**src/issue_pkg.sv**
```systemverilog
`default_nettype none

package issue_pkg;

  //////////////////////////////////////////////////
  // widths

  localparam int inst_w      = 32;
  localparam int addr_w      = 32;
  localparam int id_w        = 6;
  localparam int queue_depth = 8;
  localparam int qptr_w      = $clog2(queue_depth);
  localparam int free_w      = 4;                // holds 0 to queue_depth.
  localparam int reg_idx_w   = 5;
  localparam int op_w        = 6;

  //////////////////////////////////////////////////
  // instruction fields

  localparam int opcode_msb = 31;
  localparam int opcode_lsb = 26;
  localparam int rs_msb     = 25;
  localparam int rs_lsb     = 21;
  localparam int rt_msb     = 20;
  localparam int rt_lsb     = 16;
  localparam int rd_msb     = 15;
  localparam int rd_lsb     = 11;

  localparam logic [1:0] grp_reg_alu = 2'b00;    // top two opcode bits.
  localparam logic [1:0] grp_imm_alu = 2'b01;
  localparam logic [1:0] grp_memory  = 2'b10;
  localparam logic [1:0] grp_branch  = 2'b11;

  // bit positions in the register-use mask
  localparam int reg_mask_w = 3;
  localparam int mask_rs0   = 0;
  localparam int mask_rs1   = 1;
  localparam int mask_rd    = 2;

  typedef logic [inst_w-1:0]     inst_t;
  typedef logic [addr_w-1:0]     addr_t;
  typedef logic [id_w-1:0]       inst_id_t;
  typedef logic [reg_idx_w-1:0]  reg_idx_t;
  typedef logic [reg_mask_w-1:0] reg_mask_t;

  typedef enum logic [op_w-1:0] {
    op_nop   = 6'b000000,
    op_add   = 6'b000001,
    op_sub   = 6'b000010,
    op_cmp   = 6'b000110,
    op_test  = 6'b000111,
    op_jr    = 6'b001111,
    op_addi  = 6'b010001,
    op_cmpi  = 6'b010110,
    op_testi = 6'b010111,
    op_lw    = 6'b100000,
    op_sw    = 6'b100001,
    op_jmp   = 6'b110000,
    op_je    = 6'b110001
  } opcode_e;

  typedef enum logic [1:0] {
    pipe_none   = 2'd0,
    pipe_branch = 2'd1,
    pipe_memory = 2'd2
  } pipe_class_e;

endpackage

`default_nettype wire

```
**src/issue_queue.sv**
```systemverilog
`timescale 1ns/1ps
`default_nettype none

module issue_queue (
  input  logic                        clk,
  input  logic                        rst_n,
  input  logic                        flush,
  input  logic                        push0,
  input  logic                        push1,
  input  logic                        pop0,
  input  logic                        pop1,
  input  issue_pkg::inst_t            instruction0_in,
  input  issue_pkg::inst_t            instruction1_in,
  input  issue_pkg::addr_t            pc0_in,
  input  issue_pkg::addr_t            pc1_in,
  input  issue_pkg::inst_id_t         id0_in,
  input  issue_pkg::inst_id_t         id1_in,
  output logic                        slot0_valid,
  output logic                        slot1_valid,
  output logic                        stall,
  output issue_pkg::inst_t            slot0_inst,
  output issue_pkg::inst_t            slot1_inst,
  output issue_pkg::addr_t            slot0_pc,
  output issue_pkg::addr_t            slot1_pc,
  output issue_pkg::inst_id_t         slot0_id,
  output issue_pkg::inst_id_t         slot1_id,
  output logic [issue_pkg::free_w-1:0] free
);

  import issue_pkg::*;

  inst_t    inst_mem [queue_depth];
  addr_t    pc_mem   [queue_depth];
  inst_id_t id_mem   [queue_depth];

  logic [qptr_w-1:0] rd_ptr;
  logic [qptr_w-1:0] rd_ptr1;
  logic [qptr_w-1:0] wr_ptr;
  logic [qptr_w-1:0] wr_ptr1;
  logic [free_w-1:0] count;
  logic [1:0]        push_n;
  logic [1:0]        pop_n;

  assign push_n  = {1'b0, push0} + {1'b0, push1};
  assign pop_n   = {1'b0, pop0} + {1'b0, pop1};
  assign rd_ptr1 = rd_ptr + 1'b1;                // wraps, depth is a power of two.
  assign wr_ptr1 = wr_ptr + 1'b1;

  //////////////////////////////////////////////////
  // storage

  always_ff @(posedge clk) begin
    if (push0) begin
      inst_mem[wr_ptr] <= instruction0_in;
      pc_mem[wr_ptr]   <= pc0_in;
      id_mem[wr_ptr]   <= id0_in;
    end
    if (push1) begin
      inst_mem[wr_ptr1] <= instruction1_in;
      pc_mem[wr_ptr1]   <= pc1_in;
      id_mem[wr_ptr1]   <= id1_in;
    end
  end

  always_ff @(posedge clk) begin
    if (!rst_n || flush) begin
      rd_ptr <= '0;
      wr_ptr <= '0;
      count  <= '0;
    end else begin
      rd_ptr <= rd_ptr + qptr_w'(pop_n);
      wr_ptr <= wr_ptr + qptr_w'(push_n);
      count  <= count + free_w'(push_n) - free_w'(pop_n); // push and pop combine.
    end
  end

  //////////////////////////////////////////////////
  // head slots, zero when empty

  assign slot0_valid = count != '0;
  assign slot1_valid = count > free_w'(1);

  assign slot0_inst = slot0_valid ? inst_mem[rd_ptr]  : '0; // reads as op_nop.
  assign slot0_pc   = slot0_valid ? pc_mem[rd_ptr]    : '0;
  assign slot0_id   = slot0_valid ? id_mem[rd_ptr]    : '0;
  assign slot1_inst = slot1_valid ? inst_mem[rd_ptr1] : '0;
  assign slot1_pc   = slot1_valid ? pc_mem[rd_ptr1]   : '0;
  assign slot1_id   = slot1_valid ? id_mem[rd_ptr1]   : '0;

  assign free  = free_w'(queue_depth) - count;
  assign stall = free < free_w'(2);              // room for a full pair.

  a_pop_occupancy: assert property (@(posedge clk) disable iff (!rst_n || flush)
    free_w'(pop_n) <= count)
    else $error("issue_queue pop beyond occupancy");

  a_push1_alone: assert property (@(posedge clk) disable iff (!rst_n || flush)
    push1 |-> push0)
    else $error("issue_queue push1 without push0");

  a_overflow: assert property (@(posedge clk) disable iff (!rst_n || flush)
    free_w'(push_n) <= free)
    else $error("issue_queue overflow");

endmodule

`default_nettype wire

```
**src/reg_decode.sv**
```systemverilog
`timescale 1ns/1ps
`default_nettype none

module reg_decode (
  input  issue_pkg::inst_t       inst,
  output issue_pkg::reg_idx_t    src0,
  output issue_pkg::reg_idx_t    src1,
  output issue_pkg::reg_idx_t    dest,
  output issue_pkg::reg_mask_t   use_mask,
  output issue_pkg::pipe_class_e pipe_class
);

  import issue_pkg::*;

  opcode_e    op;
  logic [1:0] grp;
  reg_idx_t   rs;
  reg_idx_t   rt;
  reg_idx_t   rd;

  assign op  = opcode_e'(inst[opcode_msb:opcode_lsb]);
  assign grp = inst[opcode_msb:opcode_msb-1];
  assign rs  = inst[rs_msb:rs_lsb];
  assign rt  = inst[rt_msb:rt_lsb];
  assign rd  = inst[rd_msb:rd_lsb];

  always_comb begin
    src0     = '0;
    src1     = '0;
    dest     = '0;
    use_mask = '0;
    case (grp)
      grp_reg_alu: begin
        if (op == op_jr) begin
          src0               = rs;
          use_mask[mask_rs0] = 1'b1;
        end else if (op != op_nop) begin
          src0     = rs;
          src1     = rt;
          dest     = rd;
          use_mask = '1;                         // rs, rt and rd.
        end
      end
      grp_imm_alu: begin
        src0               = rs;
        dest               = rt;
        use_mask[mask_rs0] = 1'b1;
        use_mask[mask_rd]  = 1'b1;
      end
      grp_memory: begin
        src0               = rs;
        use_mask[mask_rs0] = op == op_lw || op == op_sw;
        if (op == op_lw) begin
          dest              = rt;
          use_mask[mask_rd] = 1'b1;
        end else if (op == op_sw) begin
          src1               = rt;
          use_mask[mask_rs1] = 1'b1;
        end
      end
      default: use_mask = '0;                    // branches.
    endcase
  end

  always_comb begin
    if (grp == grp_memory) begin
      pipe_class = pipe_memory;
    end else if (grp == grp_branch || op == op_cmp || op == op_test ||
                 op == op_cmpi || op == op_testi) begin
      pipe_class = pipe_branch;
    end else begin
      pipe_class = pipe_none;
    end
  end

endmodule

`default_nettype wire

```
**src/hazard_check.sv**
```systemverilog
`timescale 1ns/1ps
`default_nettype none

module hazard_check (
  input  logic                 slot0_valid,
  input  logic                 slot1_valid,
  input  logic                 load_pending,
  input  issue_pkg::reg_idx_t  load_dest,
  input  issue_pkg::reg_idx_t  src0_0,
  input  issue_pkg::reg_idx_t  src1_0,
  input  issue_pkg::reg_idx_t  dest_0,
  input  issue_pkg::reg_idx_t  src0_1,
  input  issue_pkg::reg_idx_t  src1_1,
  input  issue_pkg::reg_mask_t use_mask_0,
  input  issue_pkg::reg_mask_t use_mask_1,
  output logic [1:0]           issue_mask
);

  import issue_pkg::*;

  logic load_hit;
  logic split_hit;

  // true when a source the slot actually reads equals r.
  function automatic logic reads_reg(
    input reg_mask_t mask,
    input reg_idx_t  s0,
    input reg_idx_t  s1,
    input reg_idx_t  r
  );
    return (mask[mask_rs0] && s0 == r) || (mask[mask_rs1] && s1 == r);
  endfunction

  assign load_hit = load_pending &&
                    (reads_reg(use_mask_0, src0_0, src1_0, load_dest) ||
                     reads_reg(use_mask_1, src0_1, src1_1, load_dest));

  assign split_hit = use_mask_0[mask_rd] &&
                     reads_reg(use_mask_1, src0_1, src1_1, dest_0);

  always_comb begin
    if (load_hit) begin
      issue_mask = 2'b00;                        // wait for the load.
    end else if (split_hit) begin
      issue_mask = {1'b0, slot0_valid};          // slot 1 goes next cycle.
    end else begin
      issue_mask = {slot1_valid, slot0_valid};
    end
  end

endmodule

`default_nettype wire

```
**src/pipe_steer.sv**
```systemverilog
`timescale 1ns/1ps
`default_nettype none

module pipe_steer (
  input  logic                   clk,
  input  logic                   rst_n,
  input  logic                   flush,
  input  logic [1:0]             issue_mask,
  input  issue_pkg::pipe_class_e class0,
  input  issue_pkg::pipe_class_e class1,
  input  issue_pkg::inst_t       slot0_inst,
  input  issue_pkg::inst_t       slot1_inst,
  input  issue_pkg::addr_t       slot0_pc,
  input  issue_pkg::addr_t       slot1_pc,
  input  issue_pkg::inst_id_t    slot0_id,
  input  issue_pkg::inst_id_t    slot1_id,
  output logic                   pop0,
  output logic                   pop1,
  output issue_pkg::inst_t       lane0_inst,
  output issue_pkg::inst_t       lane1_inst,
  output issue_pkg::addr_t       lane0_pc,
  output issue_pkg::addr_t       lane1_pc,
  output issue_pkg::inst_id_t    lane0_id,
  output issue_pkg::inst_id_t    lane1_id
);

  import issue_pkg::*;

  logic [1:0] steer_mask;
  logic [1:0] fin_mask;
  logic       swap;
  logic       lane0_vld;
  logic       lane1_vld;
  inst_t      lane0_inst_nxt;
  inst_t      lane1_inst_nxt;
  addr_t      lane0_pc_nxt;
  addr_t      lane1_pc_nxt;
  inst_id_t   lane0_id_nxt;
  inst_id_t   lane1_id_nxt;

  //////////////////////////////////////////////////
  // lane pairing

  always_comb begin
    steer_mask = 2'b11;
    swap       = 1'b0;
    case ({class0, class1})
      {pipe_branch, pipe_branch}: steer_mask = 2'b01; // one branch lane.
      {pipe_memory, pipe_memory}: begin
        steer_mask = 2'b01;
        swap       = 1'b1;
      end
      {pipe_memory, pipe_branch},
      {pipe_memory, pipe_none},
      {pipe_none,   pipe_branch}: swap = 1'b1;
      default: steer_mask = 2'b11;
    endcase
  end

  assign fin_mask = issue_mask & steer_mask;
  assign pop0     = fin_mask[0];
  assign pop1     = fin_mask[1];

  //////////////////////////////////////////////////
  // lane registers

  assign lane0_vld = swap ? fin_mask[1] : fin_mask[0];
  assign lane1_vld = swap ? fin_mask[0] : fin_mask[1];

  assign lane0_inst_nxt = !lane0_vld ? '0 : swap ? slot1_inst : slot0_inst;
  assign lane0_pc_nxt   = !lane0_vld ? '0 : swap ? slot1_pc   : slot0_pc;
  assign lane0_id_nxt   = !lane0_vld ? '0 : swap ? slot1_id   : slot0_id;
  assign lane1_inst_nxt = !lane1_vld ? '0 : swap ? slot0_inst : slot1_inst;
  assign lane1_pc_nxt   = !lane1_vld ? '0 : swap ? slot0_pc   : slot1_pc;
  assign lane1_id_nxt   = !lane1_vld ? '0 : swap ? slot0_id   : slot1_id;

  always_ff @(posedge clk) begin
    if (!rst_n || flush) begin
      lane0_inst <= '0;
      lane0_pc   <= '0;
      lane0_id   <= '0;
      lane1_inst <= '0;
      lane1_pc   <= '0;
      lane1_id   <= '0;
    end else begin
      lane0_inst <= lane0_inst_nxt;
      lane0_pc   <= lane0_pc_nxt;
      lane0_id   <= lane0_id_nxt;
      lane1_inst <= lane1_inst_nxt;
      lane1_pc   <= lane1_pc_nxt;
      lane1_id   <= lane1_id_nxt;
    end
  end

  // queue must retire in order across hazard and pairing.
  a_pop_order: assert property (@(posedge clk) disable iff (!rst_n)
    pop1 |-> pop0)
    else $error("pipe_steer pop1 without pop0");

endmodule

`default_nettype wire

```
**src/issue_stage.sv**
```systemverilog
`timescale 1ns/1ps
`default_nettype none

module issue_stage (
  input  logic                         clk,
  input  logic                         rst_n,
  input  logic                         flush,
  input  logic                         push0,
  input  logic                         push1,
  input  issue_pkg::inst_t             instruction0_in,
  input  issue_pkg::inst_t             instruction1_in,
  input  issue_pkg::addr_t             pc0_in,
  input  issue_pkg::addr_t             pc1_in,
  input  issue_pkg::inst_id_t          id0_in,
  input  issue_pkg::inst_id_t          id1_in,
  input  logic                         load_pending,
  input  issue_pkg::reg_idx_t          load_dest,
  output logic                         stall,
  output logic [issue_pkg::free_w-1:0] free,
  output issue_pkg::inst_t             lane0_inst,
  output issue_pkg::inst_t             lane1_inst,
  output issue_pkg::addr_t             lane0_pc,
  output issue_pkg::addr_t             lane1_pc,
  output issue_pkg::inst_id_t          lane0_id,
  output issue_pkg::inst_id_t          lane1_id
);

  import issue_pkg::*;

  logic        slot0_valid, slot1_valid;
  logic        pop0, pop1;
  inst_t       slot0_inst, slot1_inst;
  addr_t       slot0_pc, slot1_pc;
  inst_id_t    slot0_id, slot1_id;
  reg_idx_t    src0_0, src1_0, dest_0;
  reg_idx_t    src0_1, src1_1;
  reg_mask_t   use_mask_0, use_mask_1;
  pipe_class_e class0, class1;
  logic [1:0]  issue_mask;

  issue_queue q0 (
    .clk(clk), .rst_n(rst_n), .flush(flush),
    .push0(push0), .push1(push1), .pop0(pop0), .pop1(pop1),
    .instruction0_in(instruction0_in), .instruction1_in(instruction1_in),
    .pc0_in(pc0_in), .pc1_in(pc1_in), .id0_in(id0_in), .id1_in(id1_in),
    .slot0_valid(slot0_valid), .slot1_valid(slot1_valid), .stall(stall),
    .slot0_inst(slot0_inst), .slot1_inst(slot1_inst),
    .slot0_pc(slot0_pc), .slot1_pc(slot1_pc),
    .slot0_id(slot0_id), .slot1_id(slot1_id), .free(free)
  );

  reg_decode dec0 (
    .inst(slot0_inst), .src0(src0_0), .src1(src1_0), .dest(dest_0),
    .use_mask(use_mask_0), .pipe_class(class0)
  );

  reg_decode dec1 (
    .inst(slot1_inst), .src0(src0_1), .src1(src1_1),
    .dest(),                                     // only slot 0 can hazard a later slot.
    .use_mask(use_mask_1), .pipe_class(class1)
  );

  hazard_check hz0 (
    .slot0_valid(slot0_valid), .slot1_valid(slot1_valid),
    .load_pending(load_pending), .load_dest(load_dest),
    .src0_0(src0_0), .src1_0(src1_0), .dest_0(dest_0),
    .src0_1(src0_1), .src1_1(src1_1),
    .use_mask_0(use_mask_0), .use_mask_1(use_mask_1),
    .issue_mask(issue_mask)
  );

  pipe_steer st0 (
    .clk(clk), .rst_n(rst_n), .flush(flush),
    .issue_mask(issue_mask), .class0(class0), .class1(class1),
    .slot0_inst(slot0_inst), .slot1_inst(slot1_inst),
    .slot0_pc(slot0_pc), .slot1_pc(slot1_pc),
    .slot0_id(slot0_id), .slot1_id(slot1_id),
    .pop0(pop0), .pop1(pop1),
    .lane0_inst(lane0_inst), .lane1_inst(lane1_inst),
    .lane0_pc(lane0_pc), .lane1_pc(lane1_pc),
    .lane0_id(lane0_id), .lane1_id(lane1_id)
  );

endmodule

`default_nettype wire

```
**config.mk**
```make
export PLATFORM = sky130hd
export DESIGN_NAME = issue_stage
export DESIGN_NICKNAME = d
export VERILOG_FILES = /design/src/issue_pkg.sv /design/src/issue_queue.sv /design/src/reg_decode.sv /design/src/hazard_check.sv /design/src/pipe_steer.sv /design/src/issue_stage.sv
export SDC_FILE = /design/constraint.sdc
export NUM_CORES = 1
export LEC_CHECK = 0
export ABC_AREA = 0
export BUFFER_PORTS_ARGS = -buffer_cell sky130_fd_sc_hd__buf_4
export CAP_MARGIN = 25
export CORE_UTILIZATION = 62
export CTS_CLUSTER_DIAMETER = 60
export DETAILED_ROUTE_END_ITERATION = 16
export GPL_TIMING_DRIVEN = 0
export PLACE_DENSITY = 0.8
export SLEW_MARGIN = 20
export SYNTH_ARGS = -nofsm -noshare
export SYNTH_HDL_FRONTEND = slang
export SYNTH_HIERARCHICAL = 1
export SYNTH_SLANG_ARGS = --single-unit
```
**constraint.sdc**
```tcl
create_clock -name clk -period 17.8 [get_ports clk]
set_clock_uncertainty 0.05 [all_clocks]
set_input_delay 1.78 -clock clk [delete_from_list [all_inputs] [get_ports clk]]
set_output_delay 1.78 -clock clk [all_outputs]
set_load 0.01 [all_outputs]
```
==> run metrics <==
die width=roughly 250 µm; Area Growth Syn to Fin=17.9%; gr usage total=approximately two fifths; Fmax=0.132 GHz; Post-Route WL=approximately 130 mm; Max Transition Viols Final=0; Initial Utilization=a little over three fifths; Worst VDD drop=about 140 µV; FP Rows=90; Sink Count=710; RR Endpoint=q0/count[3]; Wirelength per Cell=around 33 µm; Tightest Pin Transition=1.18 ns; worst reg2reg path depth=24; Vias=between 20000 and 30000; CP endpoint kind=flop; # H-tree levels=3; vias in the first global route=approximately 28000; largest net degree at the start of global routing=38; CTS buffer count=between 70 and 80; cell area after synthesis=38400 µm²; Final nets=roughly 3200; placed inst area=between 40000 and 50000 µm²; reg2reg start=q0/rd_ptr[0]; Skew-Pair Late Insertion Delay=roughly 0.63 ns; Max-Cap Viols=0; Root Driver=clkbuf_16; Hold Slack=0.577 ns; pwr/cell area=approximately 140 nW/µm²; Remaining DRCs=0; CP Launch Type=flop; final hold vios=0; Synth Instances=roughly 2600; number of I/O port buffers=295; RSZ-0062 raised after global routing=false; post-synth net total=2737; crit path max fanout=10; layout cells sized above 1=around half; TritonRoute pass-1 iters=7; die height=around 250 µm; initial DRC count=~4600; kind of critical path=reg -> reg; Post-CTS Setup Inserts=0; Setup crit start=q0/rd_ptr[0]; CTS max path bufs=3; Final min period=roughly 7.6 ns; Worst Hold Class=reg -> reg; status=finished, final reports clean; final antenna-violating net count=0; Mean Syn Cell Area=roughly 15 µm²; area of the die=roughly 63000 µm²; first-pass GRT wire length=about 180 mm; crit path DAT=8.10 ns; DP HPWL=85.8 mm; post-CTS resize count=0; slew margin rel.=slightly above 20%; CTS tree=built; CP endpoint=q0/count[3]; Hold Buf Count CTS=0; synth warn=6; Worst-path clk slew=around 0.070 ns; GP Congestion=just over 0.9; Worst EP required=between 15 and 20 ns; Tcrit/Tclk final=42.6%; setup TNS=0 ns; design area=between 40000 and 50000 µm²; # IOs=296; worst reg2reg setup slack=approximately 10 ns; final setup fails=0; antenna violations before repair=19; Core Area=between 60000 and 70000 µm²; vias per cell=roughly 7.4; LEAKAGE=between 0.015 and 0.02 µW; Congestion Overflow GR=0
-- critical path: stages, from the launching register on --
cell      delay, ns
dfxtp_1        0.35
buf_2          0.35
buf_2          0.51
clkbuf_1       0.72
buf_2          0.58
mux4_2         0.37
a22o_1         0.35
inv_1          0.13
ha_1           0.29
nor3b_2        0.24
nor2_1         0.15
nor4b_1        0.56
xor2_1         0.14
nor4_1         0.28
nand3_1        0.10
a41o_1         0.32
and3_1         0.24
o221a_2        0.14
ha_1           0.23
fa_1           0.49
inv_1          0.07
ha_1           0.28
a21o_1         0.16
a21oi_1        0.19
mux2i_1        0.21
-- layer usage --
layer / part of all wire [%] / vias up / routed length [µm] / GRT usage (%)
met5: 0.074 / - / 94 / 0
met4: 5.7 / 16 / 7220 / 20.7
met3: 14 / 542 / 18300 / 10.8
met2: 47 / 2595 / 59200 / 63.3
met1: 33 / 14000 / 41500 / 50.6
li1: - / 11100 / - / -
-- power breakdown --
group / internal [µW] / total (µW) / switching (µW)
sequential: 1910 / 1960 / 52.7
clock: 920 / 1600 / 678
combinational: 1070 / 2840 / 1770
-- through the flow --
step | cells | setup slack [ns] | util, % | total power, µW
global placement | 3635 | 4.12 | 68.4 | 4600
CTS | 3817 | 10.42 | 74.3 | 6280
detailed placement | 3675 | 10.44 | 70.2 | 4690
global route | 3829 | 10.02 | 74.4 | 6550
floorplan | 2558 | 10.00 | - | 3750
finish | 3835 | 10.21 | 74.5 | 6400
-- flip-flops by register name, indices dropped and copies added (netlist names) --
signal and count:
q0/wr_ptr 3, st0/lane0_inst 32, st0/lane1_inst 32, q0/id_mem 48, st0/lane1_id 6, q0/inst_mem 256
q0/count 4, st0/lane0_id 6, q0/pc_mem 256, q0/rd_ptr 3, st0/lane1_pc 32, st0/lane0_pc 32
-- layout make-up --
type                            instances  area, µm²
Tap cell                              782        978
Buffer                                216       1010
Clock buffer                          109       2260
Fill cell                            3662      15500
Multi-Input combinational cell       1608      17600
Clock inverter                         33        258
Sequential cell                       710      19800
Inverter                               24       90.1
Timing Repair Buffer                  339       3210
Antenna cell                           14       35.0
-- placed cells by master (no fill, tap or decap), types with 5 or more instances in the layout --
master	count
a21oi_1	152
clkbuf_1	77
nand2_1	151
ha_1	24
clkbuf_16	84
nor4b_1	10
inv_1	24
mux2_2	561
nand2b_1	10
diode_2	14
dfxtp_1	150
and2_1	18
buf_16	30
inv_4	5
buf_8	5
clkinv_2	17
nor3_1	5
mux4_2	280
xor2_1	17
nor2_1	11
xnor2_1	20
inv_6	6
buf_4	306
nand3_1	147
a22o_1	140
clkbuf_8	6
edfxtp_1	560
buf_1	7
buf_2	142
-- worst min-delay path by stage --
stage	startpoint	end	slack [ns]	depth (start not counted)
after detailed placement	q0/rd_ptr[0]	q0/rd_ptr[0]	0.56	2
final	q0/rd_ptr[0]	q0/rd_ptr[0]	0.58	2
after global placement	q0/rd_ptr[0]	q0/rd_ptr[0]	0.55	2
after floorplan	q0/wr_ptr[0]	q0/wr_ptr[0]	0.52	2
after CTS	q0/rd_ptr[0]	q0/rd_ptr[0]	0.58	2
after global routing	q0/rd_ptr[0]	q0/rd_ptr[0]	0.62	2
(Power assumes the default switching activity.)
